--- config.mk ---
export PLATFORM = sky130hd
export DESIGN_NAME = synth_dma_backend
export DESIGN_NICKNAME = d
export VERILOG_FILES = /design/src/verilog/dma_axi_pkg.sv /design/src/verilog/dma_backend_pkg.sv /design/src/verilog/dma_burst_splitter.sv /design/src/verilog/dma_data_buffer.sv /design/src/verilog/dma_write_tracker.sv /design/src/verilog/synth_dma_backend.sv
export SDC_FILE = /design/constraint.sdc
export NUM_CORES = 1
export LEC_CHECK = 0
export ABC_AREA = 1
export ABC_CLOCK_PERIOD_IN_PS = 8700
export BUFFER_PORTS_ARGS = -buffer_cell sky130_fd_sc_hd__buf_2
export CAP_MARGIN = 0
export CORE_MARGIN = 1.5
export CORE_UTILIZATION = 61
export CTS_BUF_LIST = sky130_fd_sc_hd__clkbuf_4
export DETAILED_ROUTE_END_ITERATION = 6
export PLACE_DENSITY = 0.81
export SYNTH_ARGS = -nofsm -noshare
export SYNTH_HDL_FRONTEND = slang
export SYNTH_SLANG_ARGS = --single-unit
--- constraint.sdc ---
create_clock -name clk_i -period 8.7 [get_ports clk_i]
set_clock_uncertainty 0.1 [all_clocks]
set_input_delay 0.87 -clock clk_i [delete_from_list [all_inputs] [get_ports clk_i]]
set_output_delay 0.87 -clock clk_i [all_outputs]
set_load 0.01 [all_outputs]
--- src/verilog/dma_axi_pkg.sv ---
`default_nettype none

package dma_axi_pkg;

    // Bus widths.
    localparam int unsigned AddrWidth    = 32;
    localparam int unsigned DataWidth    = 32;
    localparam int unsigned BytesPerBeat = DataWidth / 8;

    // Bursts must not cross this boundary.
    localparam int unsigned PageBytes    = 4096;

    // AXI length field holds beats minus one.
    typedef logic [7:0] len_t;

    typedef enum logic [1:0] {
        RESP_OKAY   = 2'b00,
        RESP_EXOKAY = 2'b01,
        RESP_SLVERR = 2'b10,
        RESP_DECERR = 2'b11
    } resp_e;

endpackage : dma_axi_pkg

`default_nettype wire

--- src/verilog/dma_backend_pkg.sv ---
`default_nettype none

package dma_backend_pkg;

    // Longest burst the splitter issues.
    localparam int unsigned MaxBeats       = 4;

    // Read to write beat FIFO.
    localparam int unsigned BufferDepth    = 8;

    // Bursts that may wait for their B response.
    localparam int unsigned MaxOutstanding = 4;

    typedef enum logic {
        SPLIT_IDLE  = 1'b0,
        SPLIT_ISSUE = 1'b1
    } split_state_e;

endpackage : dma_backend_pkg

`default_nettype wire

--- src/verilog/dma_burst_splitter.sv ---
`timescale 1ns/1ps
`default_nettype none

module dma_burst_splitter (
    input  logic                              clk_i,
    input  logic                              rst_n_i,

    input  logic [dma_axi_pkg::AddrWidth-1:0] req_src_i,
    input  logic [dma_axi_pkg::AddrWidth-1:0] req_dst_i,
    input  logic [dma_axi_pkg::AddrWidth-1:0] req_num_bytes_i,
    input  logic                              req_valid_i,
    output logic                              req_ready_o,

    output logic [dma_axi_pkg::AddrWidth-1:0] ar_addr_o,
    output dma_axi_pkg::len_t                 ar_len_o,
    output logic                              ar_valid_o,
    input  logic                              ar_ready_i,

    output logic [dma_axi_pkg::AddrWidth-1:0] aw_addr_o,
    output dma_axi_pkg::len_t                 aw_len_o,
    output logic                              aw_valid_o,
    input  logic                              aw_ready_i,

    input  logic                              tracker_full_i,
    output logic                              burst_push_o,
    output logic                              push_last_o,
    output logic                              busy_o
);

    import dma_axi_pkg::*;
    import dma_backend_pkg::*;

    split_state_e           state_q;
    logic                   ar_valid_q;
    logic                   aw_valid_q;
    logic                   inflight_q;     // Current burst not yet fully accepted.

    logic [AddrWidth-1:0]   src_q;
    logic [AddrWidth-1:0]   dst_q;
    logic [AddrWidth-1:0]   words_q;

    logic [AddrWidth-1:0]   src_room;
    logic [AddrWidth-1:0]   dst_room;
    logic [AddrWidth-1:0]   beats;
    logic [AddrWidth-1:0]   step_bytes;
    logic                   last_burst;
    logic                   req_fire;
    logic                   ar_fire;
    logic                   aw_fire;
    logic                   burst_done;
    logic                   launch;

    // Words left before each side reaches a page boundary.
    assign src_room = AddrWidth'((PageBytes - (src_q & (PageBytes - 1))) / BytesPerBeat);
    assign dst_room = AddrWidth'((PageBytes - (dst_q & (PageBytes - 1))) / BytesPerBeat);

    always_comb begin
        beats = AddrWidth'(MaxBeats);
        if (words_q < beats) beats = words_q;
        if (src_room < beats) beats = src_room;
        if (dst_room < beats) beats = dst_room;
    end

    assign step_bytes = AddrWidth'(beats * BytesPerBeat);
    assign last_burst = (words_q == beats);

    assign req_fire   = req_valid_i & req_ready_o;
    assign ar_fire    = ar_valid_q & ar_ready_i;
    assign aw_fire    = aw_valid_q & aw_ready_i;

    // Both commands of the burst are through once neither valid is left pending.
    assign burst_done = inflight_q & (~ar_valid_q | ar_ready_i) & (~aw_valid_q | aw_ready_i);

    assign launch = ~tracker_full_i & (req_fire
                                       | ((state_q == SPLIT_ISSUE) & ~inflight_q)
                                       | (burst_done & ~last_burst));

    always_ff @(posedge clk_i) begin
        if (!rst_n_i) begin
            state_q    <= SPLIT_IDLE;
            ar_valid_q <= 1'b0;
            aw_valid_q <= 1'b0;
            inflight_q <= 1'b0;
        end else begin
            if (req_fire) begin
                state_q <= SPLIT_ISSUE;
            end else if (burst_done && last_burst) begin
                state_q <= SPLIT_IDLE;
            end

            if (launch) begin
                ar_valid_q <= 1'b1;
                aw_valid_q <= 1'b1;
                inflight_q <= 1'b1;
            end else begin
                if (ar_fire) ar_valid_q <= 1'b0;
                if (aw_fire) aw_valid_q <= 1'b0;
                if (burst_done) inflight_q <= 1'b0;
            end
        end
    end

    always_ff @(posedge clk_i) begin
        if (req_fire) begin
            src_q   <= req_src_i;
            dst_q   <= req_dst_i;
            words_q <= AddrWidth'(req_num_bytes_i / BytesPerBeat);
        end else if (burst_done) begin
            src_q   <= src_q + step_bytes;
            dst_q   <= dst_q + step_bytes;
            words_q <= words_q - beats;
        end
    end

    assign req_ready_o  = (state_q == SPLIT_IDLE);
    assign busy_o       = (state_q == SPLIT_ISSUE);

    assign ar_addr_o    = src_q;
    assign aw_addr_o    = dst_q;
    assign ar_len_o     = len_t'(beats - 1'b1);
    assign aw_len_o     = len_t'(beats - 1'b1);
    assign ar_valid_o   = ar_valid_q;
    assign aw_valid_o   = aw_valid_q;

    assign burst_push_o = burst_done;
    assign push_last_o  = last_burst;   // Qualified by burst_push_o.

endmodule : dma_burst_splitter

`default_nettype wire

--- src/verilog/dma_data_buffer.sv ---
`timescale 1ns/1ps
`default_nettype none

module dma_data_buffer (
    input  logic                              clk_i,
    input  logic                              rst_n_i,

    input  logic [dma_axi_pkg::DataWidth-1:0] r_data_i,
    input  logic                              r_last_i,
    input  logic                              r_valid_i,
    output logic                              r_ready_o,

    output logic [dma_axi_pkg::DataWidth-1:0] w_data_o,
    output logic                              w_last_o,
    output logic                              w_valid_o,
    input  logic                              w_ready_i,

    output logic                              empty_o
);

    import dma_axi_pkg::*;
    import dma_backend_pkg::*;

    logic [DataWidth-1:0]               data_q [BufferDepth];
    logic                               last_q [BufferDepth];

    logic [$clog2(BufferDepth)-1:0]     wr_ptr_q;
    logic [$clog2(BufferDepth)-1:0]     rd_ptr_q;
    logic [$clog2(BufferDepth+1)-1:0]   count_q;

    logic                               push;
    logic                               pop;

    assign push = r_valid_i & r_ready_o;
    assign pop  = w_valid_o & w_ready_i;

    always_ff @(posedge clk_i) begin
        if (!rst_n_i) begin
            wr_ptr_q <= '0;
            rd_ptr_q <= '0;
            count_q  <= '0;
        end else begin
            if (push) wr_ptr_q <= wr_ptr_q + 1'b1;   // Depth is a power of two.
            if (pop) rd_ptr_q <= rd_ptr_q + 1'b1;
            case ({push, pop})
                2'b10:   count_q <= count_q + 1'b1;
                2'b01:   count_q <= count_q - 1'b1;
                default: count_q <= count_q;
            endcase
        end
    end

    always_ff @(posedge clk_i) begin
        if (push) begin
            data_q[wr_ptr_q] <= r_data_i;
            last_q[wr_ptr_q] <= r_last_i;
        end
    end

    assign r_ready_o = (count_q != BufferDepth);
    assign w_valid_o = (count_q != '0);
    assign w_data_o  = data_q[rd_ptr_q];
    assign w_last_o  = last_q[rd_ptr_q];
    assign empty_o   = (count_q == '0);

endmodule : dma_data_buffer

`default_nettype wire

--- src/verilog/dma_write_tracker.sv ---
`timescale 1ns/1ps
`default_nettype none

module dma_write_tracker (
    input  logic               clk_i,
    input  logic               rst_n_i,

    input  logic               burst_push_i,
    input  logic               push_last_i,
    output logic               full_o,

    input  dma_axi_pkg::resp_e b_resp_i,
    input  logic               b_valid_i,
    output logic               b_ready_o,

    output logic               trans_complete_o,
    output logic               trans_error_o,
    output logic               empty_o
);

    import dma_axi_pkg::*;
    import dma_backend_pkg::*;

    logic                                 last_flag_q [MaxOutstanding];
    logic [$clog2(MaxOutstanding)-1:0]    wr_ptr_q;
    logic [$clog2(MaxOutstanding)-1:0]    rd_ptr_q;
    logic [$clog2(MaxOutstanding+1)-1:0]  count_q;

    logic   err_acc_q;      // Sticky error of the transfer being answered.
    logic   complete_q;
    logic   error_q;
    logic   b_fire;
    logic   err_next;

    assign b_fire   = b_valid_i & b_ready_o;
    assign err_next = err_acc_q | (b_resp_i != RESP_OKAY);

    always_ff @(posedge clk_i) begin
        if (!rst_n_i) begin
            wr_ptr_q   <= '0;
            rd_ptr_q   <= '0;
            count_q    <= '0;
            err_acc_q  <= 1'b0;
            complete_q <= 1'b0;
            error_q    <= 1'b0;
        end else begin
            complete_q <= 1'b0;
            if (burst_push_i) wr_ptr_q <= wr_ptr_q + 1'b1;
            if (b_fire) begin
                rd_ptr_q <= rd_ptr_q + 1'b1;
                if (last_flag_q[rd_ptr_q]) begin
                    complete_q <= 1'b1;
                    error_q    <= err_next;
                    err_acc_q  <= 1'b0;
                end else begin
                    err_acc_q  <= err_next;
                end
            end
            case ({burst_push_i, b_fire})
                2'b10:   count_q <= count_q + 1'b1;
                2'b01:   count_q <= count_q - 1'b1;
                default: count_q <= count_q;
            endcase
        end
    end

    always_ff @(posedge clk_i) begin
        if (burst_push_i) last_flag_q[wr_ptr_q] <= push_last_i;
    end

    // One slot stays free for the burst the splitter may still have in flight.
    assign full_o           = (count_q >= MaxOutstanding - 1);
    assign b_ready_o        = (count_q != '0);
    assign empty_o          = (count_q == '0);
    assign trans_complete_o = complete_q;
    assign trans_error_o    = error_q;

endmodule : dma_write_tracker

`default_nettype wire

--- src/verilog/synth_dma_backend.sv ---
`timescale 1ns/1ps
`default_nettype none

module synth_dma_backend (
    input  logic                              clk_i,
    input  logic                              rst_n_i,

    input  logic [dma_axi_pkg::AddrWidth-1:0] req_src_i,
    input  logic [dma_axi_pkg::AddrWidth-1:0] req_dst_i,
    input  logic [dma_axi_pkg::AddrWidth-1:0] req_num_bytes_i,
    input  logic                              req_valid_i,
    output logic                              req_ready_o,

    output logic [dma_axi_pkg::AddrWidth-1:0] ar_addr_o,
    output dma_axi_pkg::len_t                 ar_len_o,
    output logic                              ar_valid_o,
    input  logic                              ar_ready_i,

    input  logic [dma_axi_pkg::DataWidth-1:0] r_data_i,
    input  logic                              r_last_i,
    input  logic                              r_valid_i,
    output logic                              r_ready_o,

    output logic [dma_axi_pkg::AddrWidth-1:0] aw_addr_o,
    output dma_axi_pkg::len_t                 aw_len_o,
    output logic                              aw_valid_o,
    input  logic                              aw_ready_i,

    output logic [dma_axi_pkg::DataWidth-1:0] w_data_o,
    output logic                              w_last_o,
    output logic                              w_valid_o,
    input  logic                              w_ready_i,

    input  dma_axi_pkg::resp_e                b_resp_i,
    input  logic                              b_valid_i,
    output logic                              b_ready_o,

    output logic                              backend_idle_o,
    output logic                              trans_complete_o,
    output logic                              trans_error_o
);

    logic burst_push;
    logic push_last;
    logic tracker_full;
    logic splitter_busy;
    logic buffer_empty;
    logic tracker_empty;

    dma_burst_splitter i_splitter (
        .clk_i           ( clk_i           ),
        .rst_n_i         ( rst_n_i         ),
        .req_src_i       ( req_src_i       ),
        .req_dst_i       ( req_dst_i       ),
        .req_num_bytes_i ( req_num_bytes_i ),
        .req_valid_i     ( req_valid_i     ),
        .req_ready_o     ( req_ready_o     ),
        .ar_addr_o       ( ar_addr_o       ),
        .ar_len_o        ( ar_len_o        ),
        .ar_valid_o      ( ar_valid_o      ),
        .ar_ready_i      ( ar_ready_i      ),
        .aw_addr_o       ( aw_addr_o       ),
        .aw_len_o        ( aw_len_o        ),
        .aw_valid_o      ( aw_valid_o      ),
        .aw_ready_i      ( aw_ready_i      ),
        .tracker_full_i  ( tracker_full    ),
        .burst_push_o    ( burst_push      ),
        .push_last_o     ( push_last       ),
        .busy_o          ( splitter_busy   )
    );

    dma_data_buffer i_buffer (
        .clk_i     ( clk_i        ),
        .rst_n_i   ( rst_n_i      ),
        .r_data_i  ( r_data_i     ),
        .r_last_i  ( r_last_i     ),
        .r_valid_i ( r_valid_i    ),
        .r_ready_o ( r_ready_o    ),
        .w_data_o  ( w_data_o     ),
        .w_last_o  ( w_last_o     ),
        .w_valid_o ( w_valid_o    ),
        .w_ready_i ( w_ready_i    ),
        .empty_o   ( buffer_empty )
    );

    dma_write_tracker i_tracker (
        .clk_i            ( clk_i            ),
        .rst_n_i          ( rst_n_i          ),
        .burst_push_i     ( burst_push       ),
        .push_last_i      ( push_last        ),
        .full_o           ( tracker_full     ),
        .b_resp_i         ( b_resp_i         ),
        .b_valid_i        ( b_valid_i        ),
        .b_ready_o        ( b_ready_o        ),
        .trans_complete_o ( trans_complete_o ),
        .trans_error_o    ( trans_error_o    ),
        .empty_o          ( tracker_empty    )
    );

    // Idle only when nothing is queued anywhere in the backend.
    assign backend_idle_o = ~splitter_busy & buffer_empty & tracker_empty;

endmodule : synth_dma_backend

`default_nettype wire
; Yosys cells after proc, flatten, opt, wreduce, memory -nomap -nowiden
; Memories as Yosys holds them, arrays and structs flattened. A register that Yosys moved wholly into a read port is not among the register bits.
; Cells that the tools add are included.
[totals]
elab_cells = 114
output_inout_bits = 122
n_memories = 3
reg_bits = 120
mem_bits_rw = 268
[classes]
n_eq_ne = 6
mux = 31
reduce_logical = 15
addsub = 14
bitwise_logic = 24
magnitude_cmp = 4
[mem_list]
columns = name, depth, word_bits, rd, rd_ports_with_merged_regs, write_ports, line_no
row1 = i_buffer.data_q, 8, 32, 1, 1, 1, dma_data_buffer.sv:24  ; logic [DataWidth-1:0] data_q [BufferDepth];
row2 = i_buffer.last_q, 8, 1, 1, 1, 1, dma_data_buffer.sv:25  ; logic last_q [BufferDepth];
row3 = i_tracker.last_flag_q, 4, 1, 1, 1, 1, dma_write_tracker.sv:24  ; logic last_flag_q [MaxOutstanding];
[ops]
columns = cell, count
row1 = 32-bit two-way mux, 7
row2 = 32-bit adder, 2
row3 = 30-bit by 32-bit < comparator with 1-bit output, 2
row4 = 30-bit two-way mux, 2
row5 = 32-bit == test, 1
row6 = 32-bit by 3-bit < comparator with 1-bit output (second input constant), 1
row7 = 32-bit subtractor, 1
row8 = 13-bit by 12-bit subtractor with 14-bit output (first input constant), 2
row9 = 2-bit nonzero test, 8
row10 = 1-bit two-way mux, 14
row11 = 1-bit bitwise AND, 13
row12 = 3-bit two-way mux, 4
row13 = 3-bit by 1-bit adder with 3-bit output (second input constant), 3
row14 = 4-bit one-hot mux with 2 select lines, 1
row15 = 8-bit by 1-bit subtractor with 8-bit output (second input constant), 1
row16 = 1-bit inverter, 6
row17 = 3-bit one-hot mux with 2 select lines, 1
row18 = 1-bit bitwise OR, 5
row19 = 2-bit by 1-bit adder with 2-bit output (second input constant), 2
row20 = 4-bit by 1-bit adder with 4-bit output (second input constant), 1
row21 = 2-bit by 1-bit == test with 1-bit output (second input constant), 2
row22 = 2-bit == test (second input constant), 2
row23 = 4-bit zero test, 1
row24 = 2-bit two-way mux, 2
row25 = other kinds (9), 10

; Logic depth before layout (Yosys ltp)
[depth]
depth_word = 12
mapped_depth = 51
mapped_depth_nobuf = 50

; By module
; Synthesis repeated with hierarchy kept, for this count alone.
[unflattened]
hier_cells = 2763
hier_area_um2 = 23301.1
[by_module_without_submodules]
columns = module, instances, area_per_inst_um2, seq_area_each_um2, cells_per_inst
row1 = dma_burst_splitter, 1, 11543.6, 2942.8, 1831
row2 = dma_data_buffer, 1, 10989.3, 8187.9, 838
row3 = dma_write_tracker, 1, 758.2, 360.3, 92
row4 = synth_dma_backend, 1, 10.0, 0.0, 2

; Least setup slack after synthesis
; No wires, ideal clock.
[synth_path]
path_type = register -> output
from = register i_splitter.src_q[0], in the netlist i_splitter.ar_addr_o[0]
to = output port aw_len_o[6]
path_slack_ps = 2161
n_path_buf = 2
arrival_time_ps = 5569
path_stages_with_launch = 33
path_cell_list = edfxtp_1 nor2_1 nand4_1 nor2_1 inv_1 nor2_1 inv_1 nor2_1 nand2_1 nor2_1 inv_1 nor2_1 inv_1 nor2_1 ha_1 nand2_1 inv_1 a221oi_1 nand2_4 inv_1 nand2_1 ha_1 a21o_1 a21oi_1 nand2_8 buf_6 o21ai_0 inv_1 ha_1 nand3_1 nor3_1 xor2_1 buf_4
[synth_via]
elab_chain_cells = 6
[synth_rtl]
columns = element, line_no
row1 = start: declaration, dma_burst_splitter.sv:38  ; logic [AddrWidth-1:0] src_q;
row2 = start signal: assignment, dma_burst_splitter.sv:105  ; src_q <= req_src_i;
row3 = start signal: assignment, dma_burst_splitter.sv:109  ; src_q <= src_q + step_bytes;
row4 = 13-bit by 12-bit subtractor with 14-bit output *, dma_burst_splitter.sv:54  ; assign src_room = AddrWidth'((PageBytes - (src_q & (PageBytes - 1))) / BytesPerBeat);
row5 = 30-bit by 32-bit < comparator with 1-bit output, dma_burst_splitter.sv:60  ; if (src_room < beats) beats = src_room;
row6 = 32-bit two-way mux *, dma_burst_splitter.sv:60
row7 = 30-bit by 32-bit < comparator with 1-bit output, dma_burst_splitter.sv:61  ; if (dst_room < beats) beats = dst_room;
row8 = 32-bit two-way mux *, dma_burst_splitter.sv:61
row9 = 8-bit by 1-bit subtractor with 8-bit output *, -
row10 = end: declaration, synth_dma_backend.sv:25  ; output dma_axi_pkg::len_t aw_len_o,
; Mark *: on every way between the ends. The rest lies on a longest branch, timed or not.

; Final worst setup path
[layout_path]
from = register i_splitter.src_q[0], in the netlist i_splitter.ar_addr_o[0]
to = output port aw_len_o[6]
[layout_via]
elab_chain_cells = 6
[layout_rtl]
columns = element, line_no
row1 = 13-bit by 12-bit subtractor with 14-bit output *, dma_burst_splitter.sv:54
row2 = 30-bit by 32-bit < comparator with 1-bit output, dma_burst_splitter.sv:60
row3 = 32-bit two-way mux *, dma_burst_splitter.sv:60
row4 = 30-bit by 32-bit < comparator with 1-bit output, dma_burst_splitter.sv:61
row5 = 32-bit two-way mux *, dma_burst_splitter.sv:61
row6 = 8-bit by 1-bit subtractor with 8-bit output *, dma_burst_splitter.sv:121  ; assign aw_len_o = len_t'(beats - 1'b1);
; Marks and branches as above.

==> metrics.md <==
| Metric | Value |
|---|---|
| Clock latency at the later pin of the worst-skew pair | `around 0.82 ns` |
| CTS tree | `done` |
| Vias in the first global route | `19581` |
| Layout area overhead | `14.1%` |
| Worst slack on hold paths | `0.220 ns` |
| Yosys cell types | `54` |
| Cell family contributing the most delay on the critical path | `simple AND/OR/NAND/NOR gates` |
| Global route overflow | `0` |
| Site Rows | `70` |
| Startpoint of the most critical setup path | `i_splitter.ar_addr_o[0]$_DFFE_PP_` |
| Wire length of the first global-routing pass | `roughly 95 mm` |
| Actual slew at the worst max-slew pin | `1.09 ns` |
| Final routed wire length divided by cell count | `between 15 and 20 um` |
| Routability cong. | `approximately 0.97` |
| Crit Path Class | `reg -> out` |
| DRC violations left | `0` |
| Cell with the largest stage delay on the worst path | `a221oi_2` |
| Period Utilization, post-route | `0.890` |
| Die Span Y | `roughly 200 um` |
| Area fraction of the dominant cell type after synthesis | `0.473` |
| Critical path data required time | `7.73 ns` |
| Pins Over Slew Limit | `0` |
| Via density per instance | `5.48` |
| Total of hold buffers inserted after clock tree synthesis | `0` |
| Hold-critical path endpoint | `i_splitter.aw_addr_o[29]$_DFFE_PP_` |
| PnR worst setup slack | `0.956 ns` |
| Reg2Reg Capture Point | `i_splitter.inflight_q$_SDFFE_PN0P_` |
| Yosys reg bits | `~400` |
| Slew HR | `0.272` |
| Root Driver | `clkbuf_4` |
| Iteration-0 DRC count of the detailed router | `roughly 1500` |
| Maximum operating frequency | `0.129 GHz` |
| Number of cells on the worst hold path | `3` |
| Post-synthesis sequential area ratio | `0.499` |
| Setup slack on the worst flop-to-flop path | `between 1 and 1.5 ns` |
| Number of clock sinks | `between 300 and 400` |
| Antenna violations before repair | `7` |
| Worst setup slack before clock tree synthesis | `~1 ns` |
| Power density cells | `roughly 400 nW/um^2` |
| Clk buf depth | `3` |
| RSZ-0062 raised after global routing | `no` |
| Overall Global Routing Usage | `0.311` |
| Outcome | `finished clean` |
| Placed cell count | `3487` |
| Core Area | `36900 sq um` |
| Number of routed nets with antenna violations | `0` |
| Number of port buffers | `~260` |
| Htree depth | `3` |
| Synth Instances | `2727` |
| Hold Violations, Final | `0` |
| Die boundary width | `roughly 200 um` |
| Post-layout net count | `3334` |
| CTS clock-pin slew for the worst setup and hold paths | `around 0.06 ns` |
| Maximum number of pins on one net before global-route repair | `117` |
| Crit path launch type | `register` |
| Count of maximum capacitance violations | `0` |
| Maximum fanout along the worst path | `18` |
| Worst hold start | `req_dst_i[29]` |
| CP max stage delay | `0.47 ns` |
| Number of buffer and inverter stages on the critical path | `9` |
| Post-Route Setup TNS | `0 ns` |
| Top cell type by total area after synthesis | `edfxtp_1` |
| Post-layout instance count excluding filler cells | `3668` |
| Estimated wirelength of the detail-placed design | `42.6 mm` |
| Die Area | `a little under 40000 sq um` |
| IR Drop Worst-Case VDD | `around 0.21 mV` |
| Starting Density | `0.624` |
| Yosys warnings | `0` |
| Minimum clock period | `7.74 ns` |
| Routed Wire Length | `slightly above 60 mm` |
| Clock buffers created by TritonCTS | `approximately 100` |
| Arrival time of the worst setup path | `just under 7 ns` |
| Number of search-and-repair iterations in the first detailed-routing pass | `5` |
| Synth Cell Area | `between 20000 and 25000 sq um` |
| Number of cells traversed by the worst register-to-register path | `42` |
| Critical Path End Type | `output pin` |
| Leading post-synthesis cells by cell area | `edfxtp_1 47%, nand2_1 9.8%, nor2_1 7.2%, ha_1 5.8%, o21ai_0 4.6%` |
| Start of the worst register-to-register path | `i_splitter.ar_addr_o[0]$_DFFE_PP_` |
| Via count | `20096` |
| Average size of a mapped cell | `8.44 sq um` |
| Final Util | `0.712` |
| Final Setup Violations | `0` |
| Boundary Pins | `approximately 260` |
| Fraction of final layout cells with drive strength greater than 1 | `0.172` |
| Leak Pwr | `0.0116 uW` |
| Path class of the lowest-slack min-delay path | `in -> reg` |
==> logic make-up after synthesis <==
kind of cell / count (synthesis) / synth area share
AO/OA/AOI/OAI: 478 / 0.116
other: 2 / 0.000326
XOR/XNOR: 30 / 0.0114
flip-flops: 393 / 0.499
AND/OR/NAND/NOR: 1363 / 0.253
buffers and inverters: 352 / 0.0601
adder cells (fa/ha/maj): 109 / 0.0599
==> report_power, final <==
group	internal, uW	switching [uW]
combinational	2180	4280
sequential	2520	235
clock	792	748
==> worst max-delay path by stage <==
stage                                         end  cells past startpoint  slack, ns
2_1_floorplan                         aw_len_o[6]                     32       2.16
3_3_place_gp   i_splitter.aw_valid_o$_SDFFE_PN0P_                     42       1.23
3_5_place_dp   i_splitter.ar_valid_o$_SDFFE_PN0P_                     43       1.00
4_1_cts                               ar_len_o[6]                     36       0.38
5_1_grt                               aw_len_o[6]                     34       0.25
6_report                              aw_len_o[6]                     35       0.96
==> cells in the mapped netlist, drive strengths merged <==
cell	instances
o32ai	1
nand3	170
edfxtp	362
a221oi	1
or3	1
o22ai	33
o2111ai	1
nor3	31
clkinv	3
nor3b	1
fa	2
conb	2
o21ai	222
a21o	5
nor2	452
o21bai	5
xnor2	11
ha	107
a21oi	121
nand4	16
a211oi	12
dfxtp	31
o31ai	2
o21a	18
and3	1
and2	2
or2	13
o211a	1
clkbuf	65
a311oi	4
xor2	19
a31oi	42
nand3b	14
nor4	5
a21boi	5
nand2	657
buf	18
o221a	5
inv	266
==> metrics by stage <==
step           area [sq um]  power, uW
4_1_cts               26200      10700
5_1_grt               26200      11700
6_report              26200      10800
3_3_place_gp          25000       8990
3_5_place_dp          25000       9140
2_1_floorplan         23200       7500
==> cells in the final DEF (no fill, tap or decap), types with 14 or more instances in the layout <==
cell	netlist	final
buf_2	4	258
nand2_1	603	601
ha_1	107	107
nand4_1	16	16
nand3_2	17	17
o22ai_1	33	33
buf_4	8	19
nand3_1	153	153
a31oi_1	42	42
nor3_1	31	31
xor2_1	19	19
clkbuf_4	1	143
nor2_1	440	432
nand2_2	49	50
dfxtp_1	31	29
nor2_2	10	18
edfxtp_1	362	362
inv_1	261	259
nand3b_1	14	14
a21oi_1	121	121
clkinv_1	3	24
o21a_1	18	18
conb_1	2	64
o21ai_0	211	210
==> registers in the layout (all words and copies together), names as in the netlist, 2 cells and up, named ones only <==
| name | flops |
|---|---|
| i_tracker.rd_ptr_q | 2 |
| i_splitter.aw_addr_o | 32 |
| i_tracker.count_q | 3 |
| i_buffer.rd_ptr_q | 3 |
| i_buffer.data_q | 256 |
| i_splitter.words_q | 32 |
| i_tracker.last_flag_q | 4 |
| i_splitter.ar_addr_o | 32 |
| i_buffer.wr_ptr_q | 3 |
| i_buffer.count_q | 4 |
| i_buffer.last_q | 8 |
| i_tracker.wr_ptr_q | 2 |
==> worst reg2reg max path, delay by kind of cell (launching register included) <==
family,cells,cell delay (ns)
buffers and inverters,9,0.80
adder cells (fa/ha/maj),3,0.88
AND/OR/NAND/NOR,24,3.39
AO/OA/AOI/OAI,6,1.83
flip-flops,1,0.42
==> area by class of cell <==
| type | instances | area (sq um) |
|---|---|---|
| Inverter | 269 | 1010 |
| Sequential cell | 393 | 11500 |
| Clock buffer | 143 | 1070 |
| Clock inverter | 34 | 193 |
| Antenna cell | 4 | 10.0 |
| Fill cell | 2933 | 10600 |
| Tap cell | 504 | 631 |
| Multi-Input combinational cell | 2044 | 10400 |
| Timing Repair Buffer | 277 | 1430 |
==> layer usage <==
layer	global-route usage	vias up	part of all wire
met3	0.0639	138	0.076
li1	-	9964	-
met1	0.380	9250	0.40
met5	0	-	0.00065
met2	0.529	738	0.49
met4	0.143	6	0.031
==> timing repair <==
action / 4_1_cts / 5_1_grt
setup endpoints to repair: 0 / 10
endpoints found under the hold margin: 0 / 0
gates resized for setup: 0 / 2
setup buffers: 0 / 0
Power figures use the tool's default switching activity.
